`src/common/cpuTypesPkg.sv`:
```
package cpuTypesPkg;

    // one machine word
    localparam int DataWidth = 32;

    // bits of one register address and of one shift amount
    localparam int RegAddrWidth = 5;
    localparam int ShamtWidth = 5;

    typedef logic [DataWidth-1:0] wordT;       // datapath word
    typedef logic [RegAddrWidth-1:0] regAddrT; // gpr index
    typedef logic [ShamtWidth-1:0] shamtT;     // immediate bits 10..6

endpackage

```
`src/common/exeCtrlPkg.sv`:
```
package exeCtrlPkg;

    // zero is ADD, so a cleared register holds a harmless op
    typedef enum logic [3:0] {
        ADD  = 4'd0,
        SUB  = 4'd1,
        AND  = 4'd2,
        OR   = 4'd3,
        XOR  = 4'd4,
        NOR  = 4'd5,
        SLT  = 4'd6,
        SLTU = 4'd7,
        SLL  = 4'd8,
        SRL  = 4'd9,
        SRA  = 4'd10,
        LUI  = 4'd11,
        MUL  = 4'd12   // multi-cycle, handled by mulUnit
    } aluOpE;

    typedef enum logic {
        REG = 1'b0,    // busB
        IMM = 1'b1     // imm32
    } srcBSelE;

    typedef enum logic [1:0] {
        ALU = 2'd0,
        PC8 = 2'd1,    // link address
        MEM = 2'd2     // load data, picked in mem stage
    } wbSelE;

endpackage

```
`src/hdl/idExeReg.sv`:
```
`timescale 1ns/10ps

module idExeReg #(
    parameter int DataWidth = cpuTypesPkg::DataWidth
) (
    input  logic                    clk,
    input  logic                    rst,
    input  logic                    flush,
    input  logic                    wr,
    input  cpuTypesPkg::wordT       busA,
    input  cpuTypesPkg::wordT       busB,
    input  cpuTypesPkg::wordT       imm32,
    input  cpuTypesPkg::wordT       pc,
    input  cpuTypesPkg::regAddrT    rd,
    input  exeCtrlPkg::aluOpE       aluOp,
    input  exeCtrlPkg::srcBSelE     srcBSel,
    input  exeCtrlPkg::wbSelE       wbSel,
    input  logic                    regWr,
    output cpuTypesPkg::wordT       exeBusA,
    output cpuTypesPkg::wordT       exeBusB,
    output cpuTypesPkg::wordT       exeImm32,
    output cpuTypesPkg::wordT       exePc,
    output cpuTypesPkg::regAddrT    exeRd,
    output exeCtrlPkg::aluOpE       exeAluOp,
    output exeCtrlPkg::srcBSelE     exeSrcBSel,
    output exeCtrlPkg::wbSelE       exeWbSel,
    output logic                    exeRegWr,
    output cpuTypesPkg::shamtT      exeShamt
);

    always_ff @(posedge clk or negedge rst) begin
        if (!rst) begin
            exeBusA    <= {DataWidth{1'b0}};
            exeBusB    <= {DataWidth{1'b0}};
            exeImm32   <= {DataWidth{1'b0}};
            exePc      <= {DataWidth{1'b0}};
            exeRd      <= '0;
            exeAluOp   <= exeCtrlPkg::ADD;
            exeSrcBSel <= exeCtrlPkg::REG;
            exeWbSel   <= exeCtrlPkg::ALU;
            exeRegWr   <= 1'b0;
            exeShamt   <= '0;
        end else if (flush) begin    // turn the slot into a bubble
            exeBusA    <= {DataWidth{1'b0}};
            exeBusB    <= {DataWidth{1'b0}};
            exeImm32   <= {DataWidth{1'b0}};
            exePc      <= {DataWidth{1'b0}};
            exeRd      <= '0;
            exeAluOp   <= exeCtrlPkg::ADD;
            exeSrcBSel <= exeCtrlPkg::REG;
            exeWbSel   <= exeCtrlPkg::ALU;
            exeRegWr   <= 1'b0;
            exeShamt   <= '0;
        end else if (wr) begin       // low while the multiplier stalls
            exeBusA    <= busA;
            exeBusB    <= busB;
            exeImm32   <= imm32;
            exePc      <= pc;
            exeRd      <= rd;
            exeAluOp   <= aluOp;
            exeSrcBSel <= srcBSel;
            exeWbSel   <= wbSel;
            exeRegWr   <= regWr;
            exeShamt   <= imm32[10:6]; // sa field of the r-type word
        end
    end

    // a flushed instruction never reaches write-back
    flushMakesBubble: assert property (
        @(posedge clk) disable iff (!rst) flush |=> !exeRegWr
    ) else $error("idExeReg: register write survived a flush");

endmodule

```
`src/hdl/exeAlu.sv`:
```
`timescale 1ns/10ps

module exeAlu #(
    parameter int DataWidth = cpuTypesPkg::DataWidth
) (
    input  cpuTypesPkg::wordT      busA,
    input  cpuTypesPkg::wordT      busB,
    input  cpuTypesPkg::wordT      imm32,
    input  cpuTypesPkg::wordT      pc,
    input  cpuTypesPkg::shamtT     shamt,
    input  exeCtrlPkg::aluOpE      aluOp,
    input  exeCtrlPkg::srcBSelE    srcBSel,
    input  exeCtrlPkg::wbSelE      wbSel,
    output cpuTypesPkg::wordT      result
);

    localparam int Half = DataWidth / 2;

    logic [DataWidth-1:0] opB;
    logic [DataWidth-1:0] aluOut;
    logic                 lessSigned;
    logic                 lessUnsigned;

    assign opB = (srcBSel == exeCtrlPkg::IMM) ? imm32 : busB;

    assign lessSigned   = $signed(busA) < $signed(opB);
    assign lessUnsigned = busA < opB;

    always_comb begin
        case (aluOp)
            exeCtrlPkg::ADD:  aluOut = busA + opB;
            exeCtrlPkg::SUB:  aluOut = busA - opB;
            exeCtrlPkg::AND:  aluOut = busA & opB;
            exeCtrlPkg::OR:   aluOut = busA | opB;
            exeCtrlPkg::XOR:  aluOut = busA ^ opB;
            exeCtrlPkg::NOR:  aluOut = ~(busA | opB);
            exeCtrlPkg::SLT:  aluOut = {{(DataWidth-1){1'b0}}, lessSigned};
            exeCtrlPkg::SLTU: aluOut = {{(DataWidth-1){1'b0}}, lessUnsigned};
            exeCtrlPkg::SLL:  aluOut = opB << shamt;
            exeCtrlPkg::SRL:  aluOut = opB >> shamt;
            exeCtrlPkg::SRA:  aluOut = $signed(opB) >>> shamt;
            exeCtrlPkg::LUI:  aluOut = {imm32[Half-1:0], {(DataWidth-Half){1'b0}}};
            default:          aluOut = {DataWidth{1'b0}}; // MUL comes from mulUnit
        endcase
    end

    // jal/jalr link value skips the delay slot
    assign result = (wbSel == exeCtrlPkg::PC8) ? pc + DataWidth'(8) : aluOut;

endmodule

```
`src/hdl/exeMemReg.sv`:
```
`timescale 1ns/10ps

module exeMemReg #(
    parameter int DataWidth = cpuTypesPkg::DataWidth
) (
    input  logic                    clk,
    input  logic                    rst,
    input  logic                    stall,
    input  logic                    mulDone,
    input  cpuTypesPkg::wordT       aluResult,
    input  cpuTypesPkg::wordT       product,
    input  cpuTypesPkg::regAddrT    rd,
    input  exeCtrlPkg::wbSelE       wbSel,
    input  logic                    regWr,
    output cpuTypesPkg::wordT       memResult,
    output cpuTypesPkg::regAddrT    memRd,
    output exeCtrlPkg::wbSelE       memWbSel,
    output logic                    memRegWr
);

    always_ff @(posedge clk or negedge rst) begin
        if (!rst) begin
            memResult <= {DataWidth{1'b0}};
            memRd     <= '0;
            memWbSel  <= exeCtrlPkg::ALU;
            memRegWr  <= 1'b0;
        end else if (stall) begin           // multiply still running
            memResult <= {DataWidth{1'b0}};
            memRd     <= '0;
            memWbSel  <= exeCtrlPkg::ALU;
            memRegWr  <= 1'b0;
        end else begin
            memResult <= mulDone ? product : aluResult;
            memRd     <= rd;
            memWbSel  <= wbSel;
            memRegWr  <= regWr;
        end
    end

endmodule

```
`src/mulUnit/mulStepCounter.sv`:
```
`timescale 1ns/10ps

module mulStepCounter #(
    parameter int DataWidth = cpuTypesPkg::DataWidth
) (
    input  logic clk,
    input  logic rst,
    input  logic start,
    input  logic step,
    input  logic clear,
    output logic lastStep
);

    localparam int CountWidth = (DataWidth > 1) ? $clog2(DataWidth) : 1;

    logic [CountWidth-1:0] count;   // steps left after the current one

    always_ff @(posedge clk or negedge rst) begin
        if (!rst) begin
            count <= '0;
        end else if (clear) begin
            count <= '0;                         // abandoned multiply
        end else if (start) begin
            count <= CountWidth'(DataWidth - 1);
        end else if (step) begin
            count <= count - 1'b1;
        end
    end

    assign lastStep = (count == '0);

    // the FSM must stop stepping once the count has run out
    noStepPastZero: assert property (
        @(posedge clk) disable iff (!rst) !(step && !start && count == '0)
    ) else $error("mulStepCounter: step with count already at zero");

endmodule

```
`src/mulUnit/mulStallFsm.sv`:
```
`timescale 1ns/10ps

module mulStallFsm #(
    parameter int DataWidth = cpuTypesPkg::DataWidth
) (
    input  logic                clk,
    input  logic                rst,
    input  logic                flush,
    input  logic                lastStep,
    input  exeCtrlPkg::aluOpE   exeAluOp,
    output logic                start,
    output logic                step,
    output logic                stall,
    output logic                mulDone
);

    typedef enum logic {IDLE, BUSY} stateE;

    stateE state;
    stateE nextState;
    logic  isMul;

    assign isMul = (exeAluOp == exeCtrlPkg::MUL);

    always_comb begin
        nextState = state;
        start     = 1'b0;
        step      = 1'b0;
        stall     = 1'b0;
        mulDone   = 1'b0;
        case (state)
            IDLE: begin
                stall = isMul;               // hold ID so the MUL is not issued twice
                start = isMul && !flush;
                if (start) begin
                    nextState = BUSY;
                end
            end
            BUSY: begin
                if (lastStep && !flush) begin
                    mulDone   = 1'b1;        // final bit is added combinationally
                    nextState = IDLE;
                end else begin
                    step  = !flush;
                    stall = 1'b1;
                end
            end
            default: nextState = IDLE;
        endcase
        if (flush) begin
            nextState = IDLE;
        end
    end

    always_ff @(posedge clk or negedge rst) begin
        if (!rst) begin
            state <= IDLE;
        end else begin
            state <= nextState;
        end
    end

    // a started multiply ends within DataWidth cycles unless it is flushed
    mulFinishes: assert property (
        @(posedge clk) disable iff (!rst)
        start |-> ##[1:DataWidth] (mulDone || flush)
    ) else $error("mulStallFsm: multiply did not complete in time");

    // completion needs a busy cycle right before it
    doneAfterBusy: assert property (
        @(posedge clk) disable iff (!rst) mulDone |-> $past(state) == BUSY
    ) else $error("mulStallFsm: mulDone without a running multiply");

endmodule

```
`src/mulUnit/mulIterative.sv`:
```
`timescale 1ns/10ps

module mulIterative #(
    parameter int DataWidth = cpuTypesPkg::DataWidth
) (
    input  logic                clk,
    input  logic                rst,
    input  logic                start,
    input  logic                step,
    input  cpuTypesPkg::wordT   multiplicand,
    input  cpuTypesPkg::wordT   multiplier,
    output cpuTypesPkg::wordT   product
);

    // only the low word is kept, so all registers are one word wide
    logic [DataWidth-1:0] acc;
    logic [DataWidth-1:0] mcand;    // multiplicand, moves left one bit per step
    logic [DataWidth-1:0] mplier;   // multiplier, current bit at lsb
    logic [DataWidth-1:0] partial;

    assign partial = mplier[0] ? mcand : {DataWidth{1'b0}};

    always_ff @(posedge clk or negedge rst) begin
        if (!rst) begin
            acc    <= {DataWidth{1'b0}};
            mcand  <= {DataWidth{1'b0}};
            mplier <= {DataWidth{1'b0}};
        end else if (start) begin
            acc    <= {DataWidth{1'b0}};
            mcand  <= multiplicand;
            mplier <= multiplier;
        end else if (step) begin
            acc    <= acc + partial;
            mcand  <= mcand << 1;
            mplier <= mplier >> 1;
        end
    end

    // the last step is not registered
    assign product = acc + partial;

endmodule

```
`src/hdl/exeStage.sv`:
```
`timescale 1ns/10ps

module exeStage #(
    parameter int DataWidth = cpuTypesPkg::DataWidth
) (
    input  logic                    clk,
    input  logic                    rst,
    input  logic                    flush,
    input  cpuTypesPkg::wordT       busA,
    input  cpuTypesPkg::wordT       busB,
    input  cpuTypesPkg::wordT       imm32,
    input  cpuTypesPkg::wordT       pc,
    input  cpuTypesPkg::regAddrT    rd,
    input  exeCtrlPkg::aluOpE       aluOp,
    input  exeCtrlPkg::srcBSelE     srcBSel,
    input  exeCtrlPkg::wbSelE       wbSel,
    input  logic                    regWr,
    output cpuTypesPkg::wordT       memResult,
    output cpuTypesPkg::regAddrT    memRd,
    output exeCtrlPkg::wbSelE       memWbSel,
    output logic                    memRegWr,
    output logic                    stall
);

    cpuTypesPkg::wordT      exeBusA;
    cpuTypesPkg::wordT      exeBusB;
    cpuTypesPkg::wordT      exeImm32;
    cpuTypesPkg::wordT      exePc;
    cpuTypesPkg::regAddrT   exeRd;
    exeCtrlPkg::aluOpE      exeAluOp;
    exeCtrlPkg::srcBSelE    exeSrcBSel;
    exeCtrlPkg::wbSelE      exeWbSel;
    logic                   exeRegWr;
    cpuTypesPkg::shamtT     exeShamt;
    cpuTypesPkg::wordT      aluResult;
    cpuTypesPkg::wordT      product;
    logic                   start;
    logic                   step;
    logic                   lastStep;
    logic                   mulDone;

    idExeReg #(.DataWidth(DataWidth)) idExeReg_i (
        .clk(clk), .rst(rst), .flush(flush), .wr(!stall),
        .busA(busA), .busB(busB), .imm32(imm32), .pc(pc), .rd(rd),
        .aluOp(aluOp), .srcBSel(srcBSel), .wbSel(wbSel), .regWr(regWr),
        .exeBusA(exeBusA), .exeBusB(exeBusB), .exeImm32(exeImm32), .exePc(exePc),
        .exeRd(exeRd), .exeAluOp(exeAluOp), .exeSrcBSel(exeSrcBSel),
        .exeWbSel(exeWbSel), .exeRegWr(exeRegWr), .exeShamt(exeShamt)
    );

    exeAlu #(.DataWidth(DataWidth)) exeAlu_i (
        .busA(exeBusA), .busB(exeBusB), .imm32(exeImm32), .pc(exePc),
        .shamt(exeShamt), .aluOp(exeAluOp), .srcBSel(exeSrcBSel),
        .wbSel(exeWbSel), .result(aluResult)
    );

    mulStallFsm #(.DataWidth(DataWidth)) mulStallFsm_i (
        .clk(clk), .rst(rst), .flush(flush), .lastStep(lastStep),
        .exeAluOp(exeAluOp), .start(start), .step(step), .stall(stall),
        .mulDone(mulDone)
    );

    mulStepCounter #(.DataWidth(DataWidth)) mulStepCounter_i (
        .clk(clk), .rst(rst), .start(start), .step(step), .clear(flush),
        .lastStep(lastStep)
    );

    mulIterative #(.DataWidth(DataWidth)) mulIterative_i (
        .clk(clk), .rst(rst), .start(start), .step(step),
        .multiplicand(exeBusA), .multiplier(exeBusB), .product(product)
    );

    exeMemReg #(.DataWidth(DataWidth)) exeMemReg_i (
        .clk(clk), .rst(rst), .stall(stall), .mulDone(mulDone),
        .aluResult(aluResult), .product(product), .rd(exeRd),
        .wbSel(exeWbSel), .regWr(exeRegWr), .memResult(memResult),
        .memRd(memRd), .memWbSel(memWbSel), .memRegWr(memRegWr)
    );

endmodule

```
`config.mk`:
```
export PLATFORM = sky130hd
export DESIGN_NAME = exeStage
export DESIGN_NICKNAME = d
export VERILOG_FILES = /design/src/common/cpuTypesPkg.sv /design/src/common/exeCtrlPkg.sv /design/src/hdl/idExeReg.sv /design/src/hdl/exeAlu.sv /design/src/hdl/exeMemReg.sv /design/src/mulUnit/mulStepCounter.sv /design/src/mulUnit/mulStallFsm.sv /design/src/mulUnit/mulIterative.sv /design/src/hdl/exeStage.sv
export SDC_FILE = /design/constraint.sdc
export NUM_CORES = 1
export LEC_CHECK = 0
export BUFFER_PORTS_ARGS = -buffer_cell sky130_fd_sc_hd__buf_4
export CELL_PAD_IN_SITES_DETAIL_PLACEMENT = 1
export CELL_PAD_IN_SITES_GLOBAL_PLACEMENT = 1
export CORE_ASPECT_RATIO = 1.2
export CORE_MARGIN = 8
export CORE_UTILIZATION = 42
export CTS_CLUSTER_DIAMETER = 100
export CTS_CLUSTER_SIZE = 40
export DETAILED_ROUTE_END_ITERATION = 12
export PLACE_DENSITY_LB_ADDON = 0.05
export RECOVER_POWER = 50
export SLEW_MARGIN = 20
export SYNTH_ARGS = -nofsm -noshare
export SYNTH_HDL_FRONTEND = slang
export SYNTH_SLANG_ARGS = --single-unit
```
`constraint.sdc`:
```
create_clock -name clk -period 4.5 [get_ports clk]
set_input_delay 0.9 -clock clk [delete_from_list [all_inputs] [get_ports clk]]
set_output_delay 0.9 -clock clk [all_outputs]
set_load 0.01 [all_outputs]
```
# Word level (Yosys, flattened, before mapping)
# Index checks and enable logic that the tools add are counted.
dict set report word_totals {
  regBits 288
  input_bits 144
  wordCells 103
}
dict set report op_classes {
  n_addsub 5
  n_lt_le_gt_ge 2
  eq_ne 14
  n_shift 3
  muxes 48
  bitwise_logic 5
  reduce_logical 7
}
# cell count
set op_table {}
lappend op_table {{32-bit 2-to-1 mux} 19}
lappend op_table {{32-bit one-hot mux with 12 select lines} 1}
lappend op_table {{32-bit adder} 2}
lappend op_table {{32-bit less-than comparator} 2}
lappend op_table {{5-bit 2-to-1 mux} 8}
lappend op_table {{32-bit by 4-bit adder with 32-bit output, second input constant} 1}
lappend op_table {{32-bit AND} 1}
lappend op_table {{32-bit NOT} 1}
lappend op_table {{32-bit bitwise OR} 1}
lappend op_table {{32-bit by 5-bit left shift with 32-bit output} 1}
lappend op_table {{32-bit by 5-bit >> shifter with 32-bit output} 1}
lappend op_table {{32-bit by 5-bit >>> shifter with 32-bit output} 1}
lappend op_table {{32-bit subtractor} 1}
lappend op_table {{32-bit bitwise XOR} 1}
lappend op_table {{4-bit equality test, second input constant} 5}
lappend op_table {{4-bit by 3-bit equality test with 1-bit output, second input constant} 4}
lappend op_table {{1-bit 2-to-1 mux} 13}
lappend op_table {{4-bit by 2-bit equality test with 1-bit output, second input constant} 2}
lappend op_table {{4-bit 2-to-1 mux} 2}
lappend op_table {{2-bit 2-to-1 mux} 3}
lappend op_table {{5-bit logical NOT} 1}
lappend op_table {{5-bit by 1-bit subtractor with 5-bit output, second input constant} 1}
lappend op_table {{4-bit by 1-bit equality test with 1-bit output, second input constant} 1}
lappend op_table {{4-bit logical NOT} 1}
lappend op_table {{other kinds (8)} 10}

# Longest topological paths before layout
dict set report logic_depth {
  word_depth 7
  mapped_depth 21
}

# Cells and area by module
# A second synthesis with hierarchy kept.
dict set report unflattened {
  cells_unflattened 2966
  area_unflattened_um2 25863.6
}
# mod n_inst cells_each area_each_um2
set modules_own_cells {}
lappend modules_own_cells {exeAlu 1 1636 11730.0}
lappend modules_own_cells {mulIterative 1 716 6456.2}
lappend modules_own_cells {idExeReg 1 460 5764.3}
lappend modules_own_cells {exeMemReg 1 120 1579.0}
lappend modules_own_cells {mulStepCounter 1 24 246.5}
lappend modules_own_cells {mulStallFsm 1 9 83.8}
lappend modules_own_cells {exeStage 1 1 3.8}

# Least setup slack after synthesis
# No wires, ideal clock.
dict set report synth_timing {
  kind {flip-flop to flip-flop}
  startpoint {register idExeReg_i.exeSrcBSel}
  endpoint {register exeMemReg_i.memResult[24]}
  arrival_time_ns 4.433
  setup_slack_ns -0.075
  path_stages_with_launch 18
  path_buffers 7
  cell_sequence {dfrtp_1 > buf_6 > buf_6 > buf_4 > buf_4 > buf_2 > buf_1 > mux2i_1 > ha_1 > buf_6 > or3_4 > or4_4 > o211ai_4 > a21oi_2 > o41ai_4 > xnor2_1 > a2111oi_1 > a221oi_1}
}
dict set report synth_between {
  elab_chain_len 7
  word_cells_on_any_way 14
  cone_classes {2 x add/sub; 3 x shift; 5 x mux; 4 x bitwise}
}
# item line
set synth_lines {}
lappend synth_lines {{from (decl)} idExeReg.sv:25} ;# output exeCtrlPkg::srcBSelE exeSrcBSel,
lappend synth_lines {{from (signal assigned)} idExeReg.sv:39} ;# exeSrcBSel <= exeCtrlPkg::REG;
lappend synth_lines {{from (signal assigned)} idExeReg.sv:50} ;# exeSrcBSel <= exeCtrlPkg::REG;
lappend synth_lines {{from (signal assigned)} idExeReg.sv:61} ;# exeSrcBSel <= srcBSel;
lappend synth_lines {{32-bit 2-to-1 mux (*)} exeAlu.sv:24} ;# assign opB = (srcBSel == exeCtrlPkg::IMM) ? imm32 : busB;
lappend synth_lines {{parallel branches: the longest is 2 deep, another holds 32-bit subtractor} --}
lappend synth_lines {{32-bit one-hot mux with 12 select lines (*)} exeAlu.sv:30} ;# case (aluOp)
lappend synth_lines {{32-bit 2-to-1 mux (*)} exeAlu.sv:48} ;# assign result = (wbSel == exeCtrlPkg::PC8) ? pc + DataWidth'(8) : aluOut;
lappend synth_lines {{32-bit 2-to-1 mux (*)} exeMemReg.sv:33} ;# memResult <= mulDone ? product : aluResult;
lappend synth_lines {{32-bit 2-to-1 mux (*)} exeMemReg.sv:27} ;# end else if (stall) begin
lappend synth_lines {{to (signal assigned)} exeMemReg.sv:23} ;# memResult <= {DataWidth{1'b0}};
lappend synth_lines {{to (signal assigned)} exeMemReg.sv:28} ;# memResult <= {DataWidth{1'b0}};
lappend synth_lines {{to (signal assigned)} exeMemReg.sv:33}
lappend synth_lines {{to (decl)} exeMemReg.sv:15} ;# output cpuTypesPkg::wordT memResult,
# Every way passes the cells marked *.
# A chain may end at the register's enable or synchronous reset.

# Worst setup path in the final report
dict set report layout_timing {
  startpoint {register idExeReg_i.exeSrcBSel}
  endpoint {register exeMemReg_i.memResult[31]}
}
# The elaborated chain is that of the path after synthesis.

==> qor.csv <==
stage,metric,value,unit
synthesis,ys_types,101,
power_and_ir_drop,p_leak,0.0118,µW
layout,drive_above_1_share,15.2,%
synthesis,synth_flop_cell,dfrtp_1,
die,rows,97,
worst_setup_path,end_kind,flop,
timing,maxSlewViolCount,79,
cts,cts_buffers,15,
timing,finalCriticalPeriod,4.36,ns
cts,cts_tree,done,
grt,grt_first_pass_wirelength,167000,µm
cts,htree_num_levels,1,
synthesis,synth_area,24400,µm²
worst_setup_path,path_max_fanout,34,
timing,period_share,96.9,%
route,m1WireLength,46600,µm
timing,hold_viol_final,0,
die,io_pins,185,
grt,grt_max_degree,108,
timing,tightest_slew,2.45,ns
synthesis,ys_seq_area_share,29.0,%
placed_design,dp_hpwl,87900,µm
die,start_util,42.2,%
timing,max_freq,0.229,GHz
timing,fin_skew,0.0482,ns
worst_setup_path,cp-start-kind,flop,
run,cap_violations,1,
worst_setup_path,worst_ep_required_time,4.97,ns
status,violations,"capacitance limit, slew limit",
timing,tns,0,ns
layout,fillerInstances,6844,
synthesis,ys_ff_latch,283,
synthesis,async_flop_share,100,%
synthesis,synth_area_per_cell,8.25,µm²
synthesis,syn_inst,2959,
cts,clk-insertion-delay-late,0.58,ns
die,die-area,66100,µm²
synthesis,synth_fp_nets,3242,
grt,grt_pass1_vias,25000,
route,top_layer,met4,
route,avgViaCountPerCell,6.35,
power_and_ir_drop,power_density,275,nW/µm²
die,core-area,57900,µm²
cts,clockRootBuffer,clkbuf_16,
route,drt_iter0_drc,2233,
die,die_y,280,µm
route,first_pass_iters,6,
route,wl,113000,µm
cts,cts_sinks,283,
min_path,worstHoldPathType,flop to flop,
status,status,finished with violations,
timing,fin_hold_ws,0.491,ns
route,drtAntennaViolNets,0,
worst_setup_path,timing_worst_setup_path_type,flop to flop,
grt,grtUsageTotal,33.0,%
cts,post_cts_buffers,0,
placed_design,gp_congestion,0.996,
placed_design,place.port_buffers,184,
placed_design,place_area,26900,µm²
route,route.met2.wl,53700,µm
route,met3_length,5590,µm
grt,antenna_found_initial,0,
route,num_vias,24200,
timing,setup_viol,0,
layout,syn2layout_area_growth,12.2,%
synthesis,synth_edf_count,0,
synthesis,yosys_warnings,0,
cts,cts.clk_slew.worst_paths,0.14,ns
grt,grt_overflow_total,0,
timing,slew_headroom,-63.5,%
die,die_width,236,µm
route,drc_errors,0,
layout,nets,3348,
power_and_ir_drop,ir_drop,0.356,mV
timing,rsz0062_at_grt,no,
route,wl_per_cell,29.5,µm
worst_setup_path,cp.arrival,4.83,ns
layout,fin_area,27400,µm²
cts,clockBufferDepth,3,
through the flow:
step,utilization [%],std cells,total power (µW),setup slack (ns)
2_1_floorplan,-,2959,4550,0.132
3_3_place_gp,46.4,3789,5650,0.243
3_5_place_dp,46.4,3790,5710,0.203
4_1_cts,47.5,3816,7570,0.199
5_1_grt,47.3,3816,7830,0.00936
6_report,47.3,3817,7530,0.139
kinds of logic (layout without fill, tap and decap cells):
kind of cell | Yosys count | in the layout | synth area share, %
flip-flops | 283 | 283 | 29.0
other | 0 | 1 | 0
AO/OA/AOI/OAI | 885 | 885 | 23.2
buffers and inverters | 331 | 446 | 5.83
XOR/XNOR | 68 | 68 | 2.44
adder cells (fa/ha/maj) | 139 | 139 | 7.22
multiplexers | 201 | 201 | 11.7
AND/OR/NAND/NOR | 1052 | 1052 | 20.6
worst paths after layout:
check | from | endpoint | slack, ns | depth (start not counted)
worst max-delay path | idExeReg_i.exeSrcBSel | exeMemReg_i.memResult[31] | 0.14 | 15
worst min-delay path | idExeReg_i.exeRd[2] | idExeReg_i.exeRd[2] | 0.49 | 2
max in group asynchronous | rst | idExeReg_i.exeShamt[0] | 0.91 | 2
worst min register to register | idExeReg_i.exeRd[2] | idExeReg_i.exeRd[2] | 0.49 | 2
worst max register to register | idExeReg_i.exeSrcBSel | exeMemReg_i.memResult[31] | 0.14 | 15
min in group asynchronous | rst | idExeReg_i.exeBusB[3] | 1.05 | 1
worst max-delay path: stages, from the launching register on:
cell       delay [ns]
dfrtp_4          0.63
buf_12           0.28
mux2i_1          0.27
buf_4            0.18
inv_1            0.06
ha_1             0.19
a2111oi_0        0.33
o21ai_0          0.27
nand3_1          0.25
a21oi_1          0.16
o21ai_0          0.33
o311ai_0         0.33
o41ai_1          0.41
mux2i_1          0.25
nand2_1          0.08
a211oi_1         0.22
repair_timing:
item	CTS	global route
resized for setup	0	3
hold endpoints to repair	0	0
hold buffers	0	0
endpoints found under the setup margin	0	2
state kept, by name, indices dropped and copies added (netlist names):
| name | flops |
|---|---|
| exeMemReg_i.memRd | 5 |
| exeMemReg_i.memRegWr | 1 |
| exeMemReg_i.memResult | 32 |
| exeMemReg_i.memWbSel | 2 |
| idExeReg_i.exeAluOp | 4 |
| idExeReg_i.exeBusA | 32 |
| idExeReg_i.exeBusB | 32 |
| idExeReg_i.exeImm32 | 28 |
| idExeReg_i.exePc | 32 |
| idExeReg_i.exeRd | 5 |
| idExeReg_i.exeRegWr | 1 |
| idExeReg_i.exeShamt | 4 |
| idExeReg_i.exeSrcBSel | 1 |
| idExeReg_i.exeWbSel | 2 |
| mulIterative_i.acc | 32 |
| mulIterative_i.mcand | 32 |
| mulIterative_i.mplier | 32 |
| mulStallFsm_i.state | 1 |
| mulStepCounter_i.count | 5 |
layout by cell type (no fill, tap or decap), drive strengths merged, types with 7 or more instances in the layout:
master   instances
nand2          387
o21ai          320
buf            286
dfrtp          283
nor2           235
a21oi          164
ha             136
nand2b         124
inv            112
mux2i           96
nand3           78
mux4            61
a22oi           49
a31oi           46
mux2            44
clkbuf          42
and2            41
nor3            39
nand3b          38
xor2            36
xnor2           32
a211oi          32
o21bai          27
a21o            26
o211ai          24
a221oi          22
nor2b           21
nor4            19
o22ai           18
o21a            17
a221o           16
nand4           15
and3            14
o221ai          14
a222oi          11
or3             10
a2111oi         10
o41ai            8
o31ai            7
area by class of cell:
class / instances / area, µm² / share of cell area (%)
diodes: 1 / 2.50 / 0.00914
clock buffers: 16 / 389 / 1.42
clock inverters: 10 / 196 / 0.718
inverters: 108 / 410 / 1.50
multi-input cells: 2345 / 16000 / 58.4
flip-flops and latches: 283 / 7100 / 25.9
well taps: 742 / 928 / 3.39
repair buffers: 312 / 2370 / 8.65
synth_stat cells, types with 27 or more instances:
library cell / count / area share, %
a211oi_1: 31 / 0.95
a21oi_1: 162 / 3.3
a22oi_1: 49 / 1.5
a31oi_1: 46 / 1.2
and2_1: 40 / 1.0
buf_2: 31 / 0.64
clkbuf_1: 157 / 2.4
dfrtp_1: 283 / 29
ha_1: 136 / 7.0
inv_1: 107 / 1.6
mux2_2: 40 / 1.8
mux2i_1: 95 / 3.9
mux4_2: 61 / 5.6
nand2_1: 386 / 5.9
nand2b_1: 124 / 3.2
nand3_1: 78 / 1.6
nand3b_1: 38 / 1.2
nor2_1: 235 / 3.6
nor3_1: 39 / 0.80
o21ai_0: 309 / 6.3
o21bai_1: 27 / 0.83
xnor2_1: 32 / 1.1
xor2_1: 36 / 1.3
routing by layer:
metal,GRT usage (%),up-vias
met5,0,-
met4,17.3,0
met3,3.50,201
met2,55.8,856
met1,41.6,12300
li1,-,10900
report_power, final:
part | internal [µW] | switching [µW]
clock | 725 | 1110
sequential | 2820 | 288
combinational | 986 | 1600
total | 4530 | 3000
(Power assumes the default switching activity.)
